==> src/common/rp_defines.svh <==
// --------------------
// shared widths, register map and region field of the analog board
// --------------------
`ifndef RP_DEFINES_SVH
`define RP_DEFINES_SVH

// data path and bus widths
`define RP_ADC_W   14  // converter sample width
`define RP_DATA_W  32  // register word
`define RP_ADDR_W  32  // apb address
`define RP_OFFS_W  20  // offset inside one region

// region field of the address
`define RP_REG_LSB 20
`define RP_REG_MSB 22

// slow analog
`define RP_PWM_W   8   // duty, one period is 2**8 cycles
`define RP_PWM_N   4

// region 0, housekeeping
`define RP_HK_ID         32'h5250_0001
`define RP_HK_ID_OFS     20'h0_0000
`define RP_HK_LOOP_OFS   20'h0_0004
`define RP_HK_LED_OFS    20'h0_0008

// region 1, dac back end
`define RP_DAC_LVL_A_OFS 20'h0_0000
`define RP_DAC_LVL_B_OFS 20'h0_0004
`define RP_DAC_FT_OFS    20'h0_0008

// region 2, pwm duties at a 4 byte stride
`define RP_AMS_DUTY_OFS  20'h0_0000

`endif

==> src/common/rp_pkg.sv <==
// --------------------
// common types of the analog data path and the register bus
// --------------------
`include "rp_defines.svh"

package rp_pkg;

  // converter side
  typedef logic        [`RP_ADC_W-1:0] adc_code_t;  // unsigned, negative slope
  typedef logic signed [`RP_ADC_W-1:0] sample_t;    // two's complement
  typedef logic signed [`RP_ADC_W:0]   dac_sum_t;   // one guard bit before clipping

  // register bus side
  typedef logic [`RP_DATA_W-1:0]              reg_data_t;
  typedef logic [`RP_OFFS_W-1:0]              reg_offs_t;
  typedef logic [`RP_REG_MSB-`RP_REG_LSB:0]  region_t;

  typedef logic [`RP_PWM_W-1:0] pwm_duty_t;
  typedef logic [7:0]           led_t;

  // apb to region bus sequencer
  typedef enum logic [1:0] {
    DEC_IDLE,    // waiting for a setup phase
    DEC_STROBE,  // wen/ren out to the region
    DEC_RESP     // waiting for ack
  } dec_state_t;

endpackage

==> src/common/reg_bus_if.sv <==
// --------------------
// region bus between the apb decoder and one register slave
// --------------------
`timescale 1ns/100ps

interface reg_bus_if;

  // request, from the decoder
  rp_pkg::reg_offs_t offs;   // byte offset in region
  rp_pkg::reg_data_t wdata;
  logic              wen;    // one cycle strobe
  logic              ren;    // one cycle strobe

  // reply, registered in the slave one cycle after the strobe
  rp_pkg::reg_data_t rdata;
  logic              ack;
  logic              err;    // unmapped offset

  modport dec (output offs, wdata, wen, ren, input rdata, ack, err);
  modport slv (input offs, wdata, wen, ren, output rdata, ack, err);

endinterface

==> src/ams/ams_regs.sv <==
// --------------------
// pwm duty registers of the slow analog block
// --------------------
`timescale 1ns/100ps
`include "rp_defines.svh"

module ams_regs (
  input  logic              adc_clk,
  input  logic              arst_n_i,
  reg_bus_if.slv            bus,
  output rp_pkg::pwm_duty_t duty_o [`RP_PWM_N]
);

  localparam int IDX_W = $clog2(`RP_PWM_N);

  rp_pkg::reg_offs_t rel;  // offset from the first duty reg
  logic [IDX_W-1:0]  idx;  // channel number
  logic              hit;

  assign rel = bus.offs - `RP_AMS_DUTY_OFS;
  assign idx = rel[2 +: IDX_W];
  assign hit = (rel[1:0] == 2'b00) && (rel[`RP_OFFS_W-1:2] < `RP_PWM_N);  // word aligned, in range

  always_ff @(posedge adc_clk or negedge arst_n_i) begin
    if (!arst_n_i) begin
      bus.ack <= 1'b0;
      bus.err <= 1'b0;
      for (int i = 0; i < `RP_PWM_N; i++) duty_o[i] <= '0;
    end else begin
      bus.ack <= bus.wen | bus.ren;
      bus.err <= (bus.wen | bus.ren) & ~hit;
      if (bus.wen && hit) duty_o[idx] <= bus.wdata[`RP_PWM_W-1:0];
    end
  end

  // readback
  always_ff @(posedge adc_clk) begin
    if (bus.ren) begin
      if (hit) bus.rdata <= {{(`RP_DATA_W-`RP_PWM_W){1'b0}}, duty_o[idx]};
      else     bus.rdata <= '0;
    end
  end

endmodule

==> src/ams/pwm_gen.sv <==
// --------------------
// one pwm channel, 256 cycle period
// --------------------
`timescale 1ns/100ps
`include "rp_defines.svh"

module pwm_gen (
  input  logic              adc_clk,
  input  logic              arst_n_i,
  input  rp_pkg::pwm_duty_t duty_i,
  output logic              pwm_o
);

  logic [`RP_PWM_W-1:0] cnt_q;   // free running
  rp_pkg::pwm_duty_t    duty_q;  // duty of the running period

  always_ff @(posedge adc_clk or negedge arst_n_i) begin
    if (!arst_n_i) begin
      cnt_q  <= '0;
      duty_q <= '0;
      pwm_o  <= 1'b0;
    end else begin
      cnt_q <= cnt_q + 1'b1;
      if (&cnt_q) duty_q <= duty_i;  // new duty only at wrap
      pwm_o <= (cnt_q < duty_q);     // high for duty cycles per period
    end
  end

endmodule

==> src/analog/adc_frontend.sv <==
// --------------------
// adc input registers, neg slope code to two's complement, loop select
// --------------------
`timescale 1ns/100ps
`include "rp_defines.svh"

module adc_frontend (
  input  logic              adc_clk,
  input  logic              arst_n_i,
  input  rp_pkg::adc_code_t adc_dat_a_i,
  input  rp_pkg::adc_code_t adc_dat_b_i,
  input  logic              digital_loop_i,
  input  rp_pkg::sample_t   dac_a_i,
  input  rp_pkg::sample_t   dac_b_i,
  output rp_pkg::sample_t   adc_a_o,
  output rp_pkg::sample_t   adc_b_o
);

  // code of a zero sample, msb low and the rest high
  localparam rp_pkg::adc_code_t ZERO_CODE = {1'b0, {(`RP_ADC_W-1){1'b1}}};

  rp_pkg::adc_code_t adc_a_q, adc_b_q;

  // pin registers
  always_ff @(posedge adc_clk or negedge arst_n_i) begin
    if (!arst_n_i) begin
      adc_a_q <= ZERO_CODE;
      adc_b_q <= ZERO_CODE;
    end else begin
      adc_a_q <= adc_dat_a_i;
      adc_b_q <= adc_dat_b_i;
    end
  end

  // keep msb, invert the rest
  assign adc_a_o = digital_loop_i ? dac_a_i : {adc_a_q[`RP_ADC_W-1], ~adc_a_q[`RP_ADC_W-2:0]};
  assign adc_b_o = digital_loop_i ? dac_b_i : {adc_b_q[`RP_ADC_W-1], ~adc_b_q[`RP_ADC_W-2:0]};

endmodule

==> src/analog/dac_backend.sv <==
// --------------------
// dac back end: dc level plus adc feed-through, clip to 14 bit, dac code
// --------------------
`timescale 1ns/100ps
`include "rp_defines.svh"

module dac_backend (
  input  logic              adc_clk,
  input  logic              arst_n_i,
  reg_bus_if.slv            bus,
  input  rp_pkg::sample_t   adc_a_i,
  input  rp_pkg::sample_t   adc_b_i,
  output rp_pkg::sample_t   dac_a_o,      // registered, also the loop source
  output rp_pkg::sample_t   dac_b_o,
  output rp_pkg::adc_code_t dac_dat_a_o,
  output rp_pkg::adc_code_t dac_dat_b_o
);

  rp_pkg::sample_t  lvl_a_q, lvl_b_q;  // dc levels
  logic [1:0]       ft_q;              // [0] ch a, [1] ch b feed-through
  rp_pkg::sample_t  ft_a, ft_b;
  rp_pkg::dac_sum_t sum_a, sum_b;
  logic             hit;

  // clip to the signed 14 bit range when the two top bits differ
  function automatic rp_pkg::sample_t saturate(input rp_pkg::dac_sum_t sum);
    if (sum[`RP_ADC_W] != sum[`RP_ADC_W-1])
      saturate = {sum[`RP_ADC_W], {(`RP_ADC_W-1){~sum[`RP_ADC_W]}}};
    else
      saturate = sum[`RP_ADC_W-1:0];
  endfunction

  assign hit = (bus.offs == `RP_DAC_LVL_A_OFS) || (bus.offs == `RP_DAC_LVL_B_OFS) ||
               (bus.offs == `RP_DAC_FT_OFS);

  // --------------------
  // registers
  always_ff @(posedge adc_clk or negedge arst_n_i) begin
    if (!arst_n_i) begin
      bus.ack <= 1'b0;
      bus.err <= 1'b0;
      lvl_a_q <= '0;
      lvl_b_q <= '0;
      ft_q    <= '0;
    end else begin
      bus.ack <= bus.wen | bus.ren;
      bus.err <= (bus.wen | bus.ren) & ~hit;
      if (bus.wen) begin
        case (bus.offs)
          `RP_DAC_LVL_A_OFS: lvl_a_q <= bus.wdata[`RP_ADC_W-1:0];
          `RP_DAC_LVL_B_OFS: lvl_b_q <= bus.wdata[`RP_ADC_W-1:0];
          `RP_DAC_FT_OFS:    ft_q    <= bus.wdata[1:0];
          default: ;
        endcase
      end
    end
  end

  always_ff @(posedge adc_clk) begin
    if (bus.ren) begin
      case (bus.offs)  // levels read back sign extended
        `RP_DAC_LVL_A_OFS: bus.rdata <= {{(`RP_DATA_W-`RP_ADC_W){lvl_a_q[`RP_ADC_W-1]}}, lvl_a_q};
        `RP_DAC_LVL_B_OFS: bus.rdata <= {{(`RP_DATA_W-`RP_ADC_W){lvl_b_q[`RP_ADC_W-1]}}, lvl_b_q};
        `RP_DAC_FT_OFS:    bus.rdata <= {{(`RP_DATA_W-2){1'b0}}, ft_q};
        default:           bus.rdata <= '0;
      endcase
    end
  end

  // --------------------
  // summing point, level stands in for the generator
  assign ft_a  = ft_q[0] ? adc_a_i : rp_pkg::sample_t'(0);
  assign ft_b  = ft_q[1] ? adc_b_i : rp_pkg::sample_t'(0);
  assign sum_a = rp_pkg::dac_sum_t'(lvl_a_q) + rp_pkg::dac_sum_t'(ft_a);
  assign sum_b = rp_pkg::dac_sum_t'(lvl_b_q) + rp_pkg::dac_sum_t'(ft_b);

  always_ff @(posedge adc_clk or negedge arst_n_i) begin
    if (!arst_n_i) begin
      dac_a_o <= '0;
      dac_b_o <= '0;
    end else begin
      dac_a_o <= saturate(sum_a);
      dac_b_o <= saturate(sum_b);
    end
  end

  // back to neg slope unsigned code
  assign dac_dat_a_o = {dac_a_o[`RP_ADC_W-1], ~dac_a_o[`RP_ADC_W-2:0]};
  assign dac_dat_b_o = {dac_b_o[`RP_ADC_W-1], ~dac_b_o[`RP_ADC_W-2:0]};

endmodule

==> src/verilog/bus_decoder.sv <==
// --------------------
// apb slave, splits the address into 8 regions and runs the region bus
// --------------------
`timescale 1ns/100ps
`include "rp_defines.svh"

module bus_decoder (
  input  logic                  adc_clk,
  input  logic                  arst_n_i,
  input  logic                  psel_i,
  input  logic                  penable_i,
  input  logic                  pwrite_i,
  input  logic [`RP_ADDR_W-1:0] paddr_i,
  input  rp_pkg::reg_data_t     pwdata_i,
  output rp_pkg::reg_data_t     prdata_o,
  output logic                  pready_o,
  output logic                  pslverr_o,
  reg_bus_if.dec                hk_bus,
  reg_bus_if.dec                dac_bus,
  reg_bus_if.dec                ams_bus
);

  localparam rp_pkg::region_t HK_REGION  = rp_pkg::region_t'(0);
  localparam rp_pkg::region_t DAC_REGION = rp_pkg::region_t'(1);
  localparam rp_pkg::region_t AMS_REGION = rp_pkg::region_t'(2);

  rp_pkg::dec_state_t state_q;
  rp_pkg::region_t    region_q;   // latched in setup phase
  rp_pkg::reg_offs_t  offs_q;
  rp_pkg::reg_data_t  wdata_q;
  logic               write_q;
  logic               setup;      // apb setup phase seen in idle
  logic               strobe;
  rp_pkg::reg_data_t  sel_rdata;  // reply of the addressed region
  logic               sel_ack;
  logic               sel_err;

  assign setup  = (state_q == rp_pkg::DEC_IDLE) && psel_i && !penable_i;
  assign strobe = (state_q == rp_pkg::DEC_STROBE);  // first access cycle

  // request side, same offset and data to every region
  assign hk_bus.offs   = offs_q;
  assign hk_bus.wdata  = wdata_q;
  assign hk_bus.wen    = strobe &  write_q & (region_q == HK_REGION);
  assign hk_bus.ren    = strobe & ~write_q & (region_q == HK_REGION);
  assign dac_bus.offs  = offs_q;
  assign dac_bus.wdata = wdata_q;
  assign dac_bus.wen   = strobe &  write_q & (region_q == DAC_REGION);
  assign dac_bus.ren   = strobe & ~write_q & (region_q == DAC_REGION);
  assign ams_bus.offs  = offs_q;
  assign ams_bus.wdata = wdata_q;
  assign ams_bus.wen   = strobe &  write_q & (region_q == AMS_REGION);
  assign ams_bus.ren   = strobe & ~write_q & (region_q == AMS_REGION);

  // reply mux, unused regions answer here with zero data
  always_comb begin
    case (region_q)
      HK_REGION:  {sel_rdata, sel_ack, sel_err} = {hk_bus.rdata, hk_bus.ack, hk_bus.err};
      DAC_REGION: {sel_rdata, sel_ack, sel_err} = {dac_bus.rdata, dac_bus.ack, dac_bus.err};
      AMS_REGION: {sel_rdata, sel_ack, sel_err} = {ams_bus.rdata, ams_bus.ack, ams_bus.err};
      default:    {sel_rdata, sel_ack, sel_err} = {{`RP_DATA_W{1'b0}}, 1'b1, 1'b0};
    endcase
  end

  // --------------------
  // sequencer: idle -> strobe -> resp -> idle with pready out
  always_ff @(posedge adc_clk or negedge arst_n_i) begin
    if (!arst_n_i) begin
      state_q   <= rp_pkg::DEC_IDLE;
      pready_o  <= 1'b0;
      pslverr_o <= 1'b0;
    end else begin
      pready_o  <= 1'b0;  // single cycle
      pslverr_o <= 1'b0;
      case (state_q)
        rp_pkg::DEC_IDLE:   if (setup) state_q <= rp_pkg::DEC_STROBE;
        rp_pkg::DEC_STROBE: state_q <= rp_pkg::DEC_RESP;
        rp_pkg::DEC_RESP: begin
          if (sel_ack) begin
            pready_o  <= 1'b1;
            pslverr_o <= sel_err;
            state_q   <= rp_pkg::DEC_IDLE;
          end
        end
        default:            state_q <= rp_pkg::DEC_IDLE;
      endcase
    end
  end

  // address, data and reply capture
  always_ff @(posedge adc_clk) begin
    if (setup) begin
      region_q <= paddr_i[`RP_REG_MSB:`RP_REG_LSB];
      offs_q   <= paddr_i[`RP_OFFS_W-1:0];
      wdata_q  <= pwdata_i;
      write_q  <= pwrite_i;
    end
    if (state_q == rp_pkg::DEC_RESP) prdata_o <= sel_rdata;
  end

endmodule

==> src/verilog/housekeeping.sv <==
// --------------------
// housekeeping regs: id word, digital loop switch, leds
// --------------------
`timescale 1ns/100ps
`include "rp_defines.svh"

module housekeeping (
  input  logic         adc_clk,
  input  logic         arst_n_i,
  reg_bus_if.slv       bus,
  output logic         digital_loop_o,  // adc inputs take the dac samples
  output rp_pkg::led_t led_o
);

  logic hit;  // offset is mapped

  assign hit = (bus.offs == `RP_HK_ID_OFS) || (bus.offs == `RP_HK_LOOP_OFS) ||
               (bus.offs == `RP_HK_LED_OFS);

  // control regs and reply flags
  always_ff @(posedge adc_clk or negedge arst_n_i) begin
    if (!arst_n_i) begin
      bus.ack        <= 1'b0;
      bus.err        <= 1'b0;
      digital_loop_o <= 1'b0;
      led_o          <= '0;
    end else begin
      bus.ack <= bus.wen | bus.ren;      // one cycle after strobe
      bus.err <= (bus.wen | bus.ren) & ~hit;
      if (bus.wen) begin
        case (bus.offs)
          `RP_HK_LOOP_OFS: digital_loop_o <= bus.wdata[0];
          `RP_HK_LED_OFS:  led_o          <= bus.wdata[7:0];
          default: ;                     // id is read only
        endcase
      end
    end
  end

  // read data
  always_ff @(posedge adc_clk) begin
    if (bus.ren) begin
      case (bus.offs)
        `RP_HK_ID_OFS:   bus.rdata <= `RP_HK_ID;
        `RP_HK_LOOP_OFS: bus.rdata <= {{(`RP_DATA_W-1){1'b0}}, digital_loop_o};
        `RP_HK_LED_OFS:  bus.rdata <= {{(`RP_DATA_W-8){1'b0}}, led_o};
        default:         bus.rdata <= '0;
      endcase
    end
  end

endmodule

==> src/verilog/rp_top.sv <==
// --------------------
// analog board top: apb register port, adc capture, dac back end, pwm
// --------------------
`timescale 1ns/100ps
`include "rp_defines.svh"

module rp_top (
  input  logic                  adc_clk,
  input  logic                  arst_n_i,
  // apb slave
  input  logic                  psel_i,
  input  logic                  penable_i,
  input  logic                  pwrite_i,
  input  logic [`RP_ADDR_W-1:0] paddr_i,
  input  rp_pkg::reg_data_t     pwdata_i,
  output rp_pkg::reg_data_t     prdata_o,
  output logic                  pready_o,
  output logic                  pslverr_o,
  // converters
  input  rp_pkg::adc_code_t     adc_dat_a_i,  // ch a raw code
  input  rp_pkg::adc_code_t     adc_dat_b_i,  // ch b raw code
  output rp_pkg::adc_code_t     dac_dat_a_o,
  output rp_pkg::adc_code_t     dac_dat_b_o,
  // slow outputs
  output logic [`RP_PWM_N-1:0]  pwm_o,
  output rp_pkg::led_t          led_o
);

  logic              digital_loop;
  rp_pkg::sample_t   adc_a, adc_b;    // signed adc samples
  rp_pkg::sample_t   dac_a, dac_b;    // clipped dac samples
  rp_pkg::pwm_duty_t duty [`RP_PWM_N];

  reg_bus_if hk_bus  ();  // region 0
  reg_bus_if dac_bus ();  // region 1
  reg_bus_if ams_bus ();  // region 2

  // --------------------
  // register bus
  bus_decoder i_dec (
    .adc_clk   (adc_clk),
    .arst_n_i  (arst_n_i),
    .psel_i    (psel_i),
    .penable_i (penable_i),
    .pwrite_i  (pwrite_i),
    .paddr_i   (paddr_i),
    .pwdata_i  (pwdata_i),
    .prdata_o  (prdata_o),
    .pready_o  (pready_o),
    .pslverr_o (pslverr_o),
    .hk_bus    (hk_bus),
    .dac_bus   (dac_bus),
    .ams_bus   (ams_bus)
  );

  housekeeping i_hk (
    .adc_clk        (adc_clk),
    .arst_n_i       (arst_n_i),
    .bus            (hk_bus),
    .digital_loop_o (digital_loop),
    .led_o          (led_o)
  );

  // --------------------
  // analog path, adc -> dac with optional loop back
  adc_frontend i_adc (
    .adc_clk        (adc_clk),
    .arst_n_i       (arst_n_i),
    .adc_dat_a_i    (adc_dat_a_i),
    .adc_dat_b_i    (adc_dat_b_i),
    .digital_loop_i (digital_loop),
    .dac_a_i        (dac_a),        // loop source
    .dac_b_i        (dac_b),
    .adc_a_o        (adc_a),
    .adc_b_o        (adc_b)
  );

  dac_backend i_dac (
    .adc_clk     (adc_clk),
    .arst_n_i    (arst_n_i),
    .bus         (dac_bus),
    .adc_a_i     (adc_a),
    .adc_b_i     (adc_b),
    .dac_a_o     (dac_a),
    .dac_b_o     (dac_b),
    .dac_dat_a_o (dac_dat_a_o),
    .dac_dat_b_o (dac_dat_b_o)
  );

  // --------------------
  // slow analog, duty regs and pwm channels
  ams_regs i_ams (
    .adc_clk  (adc_clk),
    .arst_n_i (arst_n_i),
    .bus      (ams_bus),
    .duty_o   (duty)
  );

  for (genvar ch = 0; ch < `RP_PWM_N; ch++) begin : g_pwm
    pwm_gen i_pwm (
      .adc_clk  (adc_clk),
      .arst_n_i (arst_n_i),
      .duty_i   (duty[ch]),
      .pwm_o    (pwm_o[ch])
    );
  end

endmodule
==> config.mk <==
export PLATFORM = sky130hd
export DESIGN_NAME = rp_top
export DESIGN_NICKNAME = d
export VERILOG_FILES = /design/src/common/rp_pkg.sv /design/src/common/reg_bus_if.sv /design/src/ams/ams_regs.sv /design/src/ams/pwm_gen.sv /design/src/analog/adc_frontend.sv /design/src/analog/dac_backend.sv /design/src/verilog/bus_decoder.sv /design/src/verilog/housekeeping.sv /design/src/verilog/rp_top.sv
export VERILOG_INCLUDE_DIRS = /design/src /design/src/common
export SDC_FILE = /design/constraint.sdc
export NUM_CORES = 1
export LEC_CHECK = 0
export BUFFER_PORTS_ARGS = -buffer_cell sky130_fd_sc_hd__buf_2
export CORE_AREA = 2 2 180 182
export CTS_BUF_LIST = sky130_fd_sc_hd__clkbuf_8
export DETAILED_ROUTE_END_ITERATION = 10
export DIE_AREA = 0 0 182 184
export GPL_ROUTABILITY_DRIVEN = 0
export PLACE_DENSITY_LB_ADDON = 0.2
export SLEW_MARGIN = 25
export SYNTH_ARGS = -nofsm -noshare
export SYNTH_HDL_FRONTEND = slang
export SYNTH_SLANG_ARGS = --single-unit
export TNS_END_PERCENT = 20
==> constraint.sdc <==
create_clock -name adc_clk -period 6.66 [get_ports adc_clk]
set_input_delay 1.332 -clock adc_clk [delete_from_list [all_inputs] [get_ports adc_clk]]
set_output_delay 1.332 -clock adc_clk [all_outputs]
set_load 0.01 [all_outputs]
**Yosys cells after proc, flatten, opt, wreduce, memory -nomap -nowiden**

Index checks and enable logic that the tools add are counted.
Widths: inputs -> output; s select.

- Flip-flop bits (word level): 371
- Bits of input ports: 97
- Output and inout port bits: 74

- Add/subtract/negate cells: 6
- Magnitude comparators: 7
- Eq/ne operators: 10
- Muxes and demuxes: 24
- Bitwise logic cells: 24
- Reductions and logical operators: 22

Operators by type and width:

| kind | count |
|---|---|
| $pmux 32 s3 | 2 |
| $pmux 31 s3 | 1 |
| $mux 14 | 6 |
| $not 13->13 | 4 |
| $add 8x1->8 const B | 4 |
| $bwmux 32 | 1 |
| $lt 8x8->1 | 4 |
| $reduce_and 8->1 | 4 |
| $add 14x14->15 | 2 |
| $mux 8 | 3 |
| $eq 20x3->1 const B | 1 |
| $eq 20x4->1 const B | 1 |
| $logic_not 20->1 | 1 |
| $lt 18x3->1 const B | 1 |
| $bmux 8 s2 | 1 |
| $demux 8 s2 | 1 |
| $reduce_and 2->1 | 6 |
| $and 1x1->1 | 11 |
| $pmux 1 s3 | 2 |
| $pmux 2 s3 | 1 |
| $logic_and 1x1->1 | 5 |
| $not 1->1 | 5 |
| $logic_not 2->1 | 2 |
| $mux 1 | 4 |
| other kinds (14) | 20 |

**Longest topological paths before layout**

- Depth in word-level cells: 6
- Depth in mapped cells: 15

**Hierarchy**

A second synthesis with hierarchy kept.

- Cell total of the unflattened synthesis: 1415
- Area total of the unflattened synthesis: 16798.6 um2

Modules (own cells, without submodules):

| module | instances | cells each | area each (um2) |
|---|---|---|---|
| dac_backend | 1 | 469 | 4667.0 |
| bus_decoder | 1 | 367 | 4636.9 |
| pwm_gen (g_pwm[1].i_pwm ...) | 3 | 68 | 824.5 |
| ams_regs | 1 | 133 | 2028.2 |
| adc_frontend | 1 | 88 | 1133.6 |
| housekeeping | 1 | 84 | 1041.0 |
| pwm_gen (g_pwm[0].i_pwm) | 1 | 70 | 818.3 |

**Worst setup path before layout**

No wires, ideal clock.

- Path type: input-to-reg
- Start: input penable_i
- End: register i_dec.offs_q[0], in the netlist i_dec.ams_bus.offs[0], enable pin
- Setup time: 543 ps
- Data arrival time: 5372 ps
- Required time: 6117 ps
- Slack: 744 ps
- Stages on the path: 1
- Cell sequence: nor4b_1

- Cells in the longest elaborated chain, start to end: 2

Ends and longest elaborated chain:

| element | line | text |
|---|---|---|
| start, declared | rp_top.sv:12 | `input logic penable_i,` |
| $logic_not 1->1 | bus_decoder.sv:38 | `assign setup = (state_q == rp_pkg::DEC_IDLE) && psel_i && !penable_i;` |
| $logic_and 1x1->1 | bus_decoder.sv:38 |  |
| end signal, assigned | bus_decoder.sv:94 | `` offs_q <= paddr_i[`RP_OFFS_W-1:0]; `` |
| end, declared | bus_decoder.sv:29 | `rp_pkg::reg_offs_t offs_q;` |

No other way between the ends.
A chain may end at the register's enable or synchronous reset.

**Worst setup path in the final report**

- Start: register i_hk.digital_loop_o
- End: register i_dac.dac_a_o[5]

- Cells in the longest elaborated chain, start to end: 5

Ends and longest elaborated chain:

| element | line | text |
|---|---|---|
| start, declared | housekeeping.sv:11 | `output logic digital_loop_o,` |
| start signal, assigned | housekeeping.sv:32 | `` `RP_HK_LOOP_OFS: digital_loop_o <= bus.wdata[0]; `` |
| $mux 14 (*) | adc_frontend.sv:36 | `` assign adc_a_o = digital_loop_i ? dac_a_i : {adc_a_q[`RP_ADC_W-1], ~adc_a_q[`RP_ADC_W-2:0]}; `` |
| $mux 14 (*) | dac_backend.sv:72 | `assign ft_a = ft_q[0] ? adc_a_i : rp_pkg::sample_t'(0);` |
| $add 14x14->15 (*) | dac_backend.sv:74 | `assign sum_a = rp_pkg::dac_sum_t'(lvl_a_q) + rp_pkg::dac_sum_t'(ft_a);` |
| $ne 1x1->1 or $not 1->1 (tied branches) | dac_backend.sv:27, dac_backend.sv:28 |  |
| $mux 14 (*) | dac_backend.sv:27 | `` if (sum[`RP_ADC_W] != sum[`RP_ADC_W-1]) `` |
| end signal, assigned | dac_backend.sv:82 | `dac_a_o <= saturate(sum_a);` |
| end, declared | dac_backend.sv:13 | `output rp_pkg::sample_t dac_a_o,` |

Every way passes the cells marked *; elsewhere a longest branch is shown, timed or not.

==> impl_metrics.json <==
{
  "cp.buffers_inverters": 1,
  "period_share_pct": 58.8,
  "tightest_slew_ns": 1.01,
  "grt_overflow": 0,
  "antenna_left": 0,
  "dp.cells": 1646,
  "cts_inserted_buffers": 49,
  "post_cts_buffers": 0,
  "final_common_cell": "dfrtp_1",
  "final_cell_count_no_fill": 1741,
  "ys_async_sr_fraction_pct": 70.9,
  "yosysSeqAreaShare_pct": 56.0,
  "routedWlPerCell_um": 17.0,
  "p_int_mw": 2.72,
  "grt_pass1_vias": 8902,
  "fin_ws_ns": 2.74,
  "wl_mm": 29.5,
  "drtIter0Drc": 568,
  "antenna_found_initial": 4,
  "die_area_um2": 33500,
  "max_freq_mhz": 255,
  "grt_max_degree": 91,
  "path_delay_family": "compound AO/OA/AOI/OAI gates",
  "clock_path_buffers": 3,
  "grt_pass1_wl_mm": 47.9,
  "p_leak_nw": 7.16,
  "setup_viol": 0,
  "area.growth.synth_to_final_pct": 13.9,
  "max_slew_margin_pct": 32.3,
  "finalSetupTns_ns": 0,
  "synthFlopType": "dfrtp_1",
  "boundaryPins": 171,
  "io_buffers": 143,
  "status": "finished clean",
  "synth-edff-count": 84,
  "hold_class": "flop to flop",
  "core_um2": 31400,
  "cpPeakStageDelay_ns": 0.78,
  "cts_tree": "done",
  "gr-usage-all-layers_pct": 18.0,
  "power.switching_mw": 0.790,
  "cts_sinks": 289,
  "cts-root-buf": "clkbuf_8",
  "h-tree-depth": 2,
  "vdd_drop_max_mv": 0.155,
  "p_per_area_nw_per_um2": 224,
  "utilization_pct": 49.8,
  "clk_latency_ns": 0.57,
  "rows": 65,
  "post_cts_resized": 0,
  "layout.cells.most_common_list": "dfrtp_1, buf_2, inv_1, o21ai_0, edfxtp_1",
  "critical_path_arrival_ns": 4.36,
  "critPathKind": "flop to flop",
  "endpoint_kind": "flop",
  "skew_ns": 0.0106,
  "ys_ff_latch": 289,
  "grt_setup_unrepaired": "no",
  "ys_types": 71,
  "critPathMaxFanout": 56,
  "slew_viol_final": 0,
  "crit_chain": "buf_4 -> o21ai_0 -> and2_1 -> ha_1 -> and3_1 -> a2111oi_4 -> o21ai_1 -> a21oi_1 -> nor2_2 -> o32a_1",
  "clkPwrFrac_pct": 43.3,
  "start_util_pct": 43.7,
  "drv_cap": 0,
  "vias": 8928,
  "crit_required_ns": 7.10,
  "drc_errors": 0,
  "syn_inst": 1160,
  "first_pass_iters": 5,
  "vias_per_cell": 5.13,
  "p_seq_share_pct": 53.8,
  "ctsHoldBuffers": 0,
  "ys_warn_count": 0,
  "die_x_um": 182,
  "p_comb_share_pct": 2.9,
  "period_minus_slack_ns": 3.92,
  "synth_nets": 1319,
  "drive_gt1_share_pct": 26.3,
  "num-nets-final": 1455,
  "die_h_um": 184,
  "critPathLaunchType": "flop",
  "netlist_area_um2": 13700,
  "clk_pin_slew_ns": 0.06,
  "cp_slowest_cell": "a21oi_1",
  "preCtsSetupSlack_ns": 2.79,
  "dpl.hpwl_mm": 20.8,
  "swShare_pct": 22.5,
  "final_hold_viol_count": 0,
  "avgSynthCellArea_um2": 11.8
}
-- cells in the mapped netlist, types with 4 or more instances --
master    count  area [um2]
mux4_2        8         180
a21o_1       19         143
nor2_1       63         236
o22ai_1       8        50.1
mux2_4       10         150
o32a_1        4        40.0
ha_1         60         751
nand2b_1      9        56.3
and3_1       18         113
xor2_1       11        96.3
xnor2_1      27         236
and4_1        5        43.8
o31ai_1       4        30.0
nor3_4        4        65.1
o21ai_0      91         455
a21oi_1      53         265
nor3_1       14        70.1
dfrtp_1     179        4480
mux2_2       64         721
a22o_1       12         105
inv_1        73         274
o211ai_1      4        30.0
mux2i_1      17         170
buf_2         6        30.0
o21a_1        4        30.0
edfxtp_1     84        2520
clkbuf_1     29         109
a211oi_1      8        60.1
nand4_1       5        31.3
nor4_1        4        25.0
nor2b_1      13        81.3
buf_4        24         180
nand2_1      83         312
nand3_1      21         105
and2_1       39         244
buf_1         4        15.0
a211o_1       4        35.0
and3_2        6        45.0
dfstp_2      26         683
-- final timing paths --
path | cells past startpoint | slack [ns] | endpoint | startpoint
worst max register to register | 10 | 2.74 | i_dac.dac_a_o[5]$_DFF_PN0_ | i_hk.digital_loop_o$_DFFE_PN0P_
min in group asynchronous | 1 | 0.82 | g_pwm[3].i_pwm.pwm_o$_DFF_PN0_ | arst_n_i
max in group asynchronous | 2 | 4.46 | i_dac.dac_b_o[11]$_DFF_PN0_ | arst_n_i
worst min-delay path | 1 | 0.47 | g_pwm[0].i_pwm.cnt_q[0]$_DFF_PN0_ | g_pwm[0].i_pwm.cnt_q[0]$_DFF_PN0_
worst max-delay path | 10 | 2.74 | i_dac.dac_a_o[5]$_DFF_PN0_ | i_hk.digital_loop_o$_DFFE_PN0P_
worst min register to register | 1 | 0.47 | g_pwm[0].i_pwm.cnt_q[0]$_DFF_PN0_ | g_pwm[0].i_pwm.cnt_q[0]$_DFF_PN0_
-- worst register-to-register path: stages, from the launching register on --
cell	delay, ns
dfrtp_1	0.32
buf_4	0.46
o21ai_0	0.21
and2_1	0.20
ha_1	0.33
and3_1	0.23
a2111oi_4	0.45
o21ai_1	0.16
a21oi_1	0.78
nor2_2	0.25
o32a_1	0.41
-- cells by family after synthesis --
| logic type | after synthesis | share of synthesized area, % |
|---|---|---|
| DFF | 289 | 56.0 |
| xor gates and xnor gates | 38 | 2.42 |
| muxes | 100 | 8.98 |
| AOI/OAI and AO/OA | 227 | 10.2 |
| and+or+nand+nor | 305 | 12.0 |
| adders and majority gates | 63 | 5.83 |
| buffers and inverters | 138 | 4.59 |
-- power groups by stage --
stage          clock, mW  combinational, mW  sequential (mW)
2_1_floorplan          0             0.0438             1.91
3_5_place_dp           0              0.105             1.92
6_report            1.52              0.102             1.89
4_1_cts             1.57              0.105             1.89
3_3_place_gp           0              0.103             1.92
5_1_grt             1.66              0.115             1.89
-- flip-flops by register name, summed over array words and instances, names as in the netlist, 14 cells and up --
register and count:
g_pwm.i_pwm.cnt_q 32, g_pwm.i_pwm.duty_q 32, i_adc.adc_a_q 14, i_adc.adc_b_q 14
i_ams.duty_o 32, i_dac.bus.rdata 14, i_dac.dac_a_o 14, i_dac.dac_b_o 14
i_dac.lvl_a_q 14, i_dac.lvl_b_q 14, i_dec.ams_bus.offs 20, i_dec.ams_bus.wdata 14
i_dec.prdata_o 15
-- metal layers --
| metal | GRT usage, % | up-vias | share of wire, % |
|---|---|---|---|
| li1 | - | 4378 | - |
| met3 | 4.48 | 51 | 5.6 |
| met4 | 5.03 | 4 | 2.0 |
| met1 | 26.0 | 4293 | 49 |
| met5 | 0 | - | 0.091 |
| met2 | 27.1 | 202 | 43 |
-- metrics by stage --
stage	area [um2]	hold slack, ns	total power, mW
2_1_floorplan	13700	0.427	1.96
3_3_place_gp	14700	0.457	2.02
3_5_place_dp	14700	0.463	2.03
4_1_cts	15600	0.473	3.57
5_1_grt	15600	0.499	3.67
6_report	15600	0.468	3.51
-- area by class of cell --
type                            instances  area [um2]
Antenna cell                            2        5.00
Clock buffer                           57         785
Clock inverter                         35         169
Fill cell                            2884       15800
Inverter                               73         274
Multi-Input combinational cell        733        5430
Sequential cell                       289        7680
Tap cell                              402         503
Timing Repair Buffer                  150         783
No activity file was read; power rests on OpenSTA's default activity.
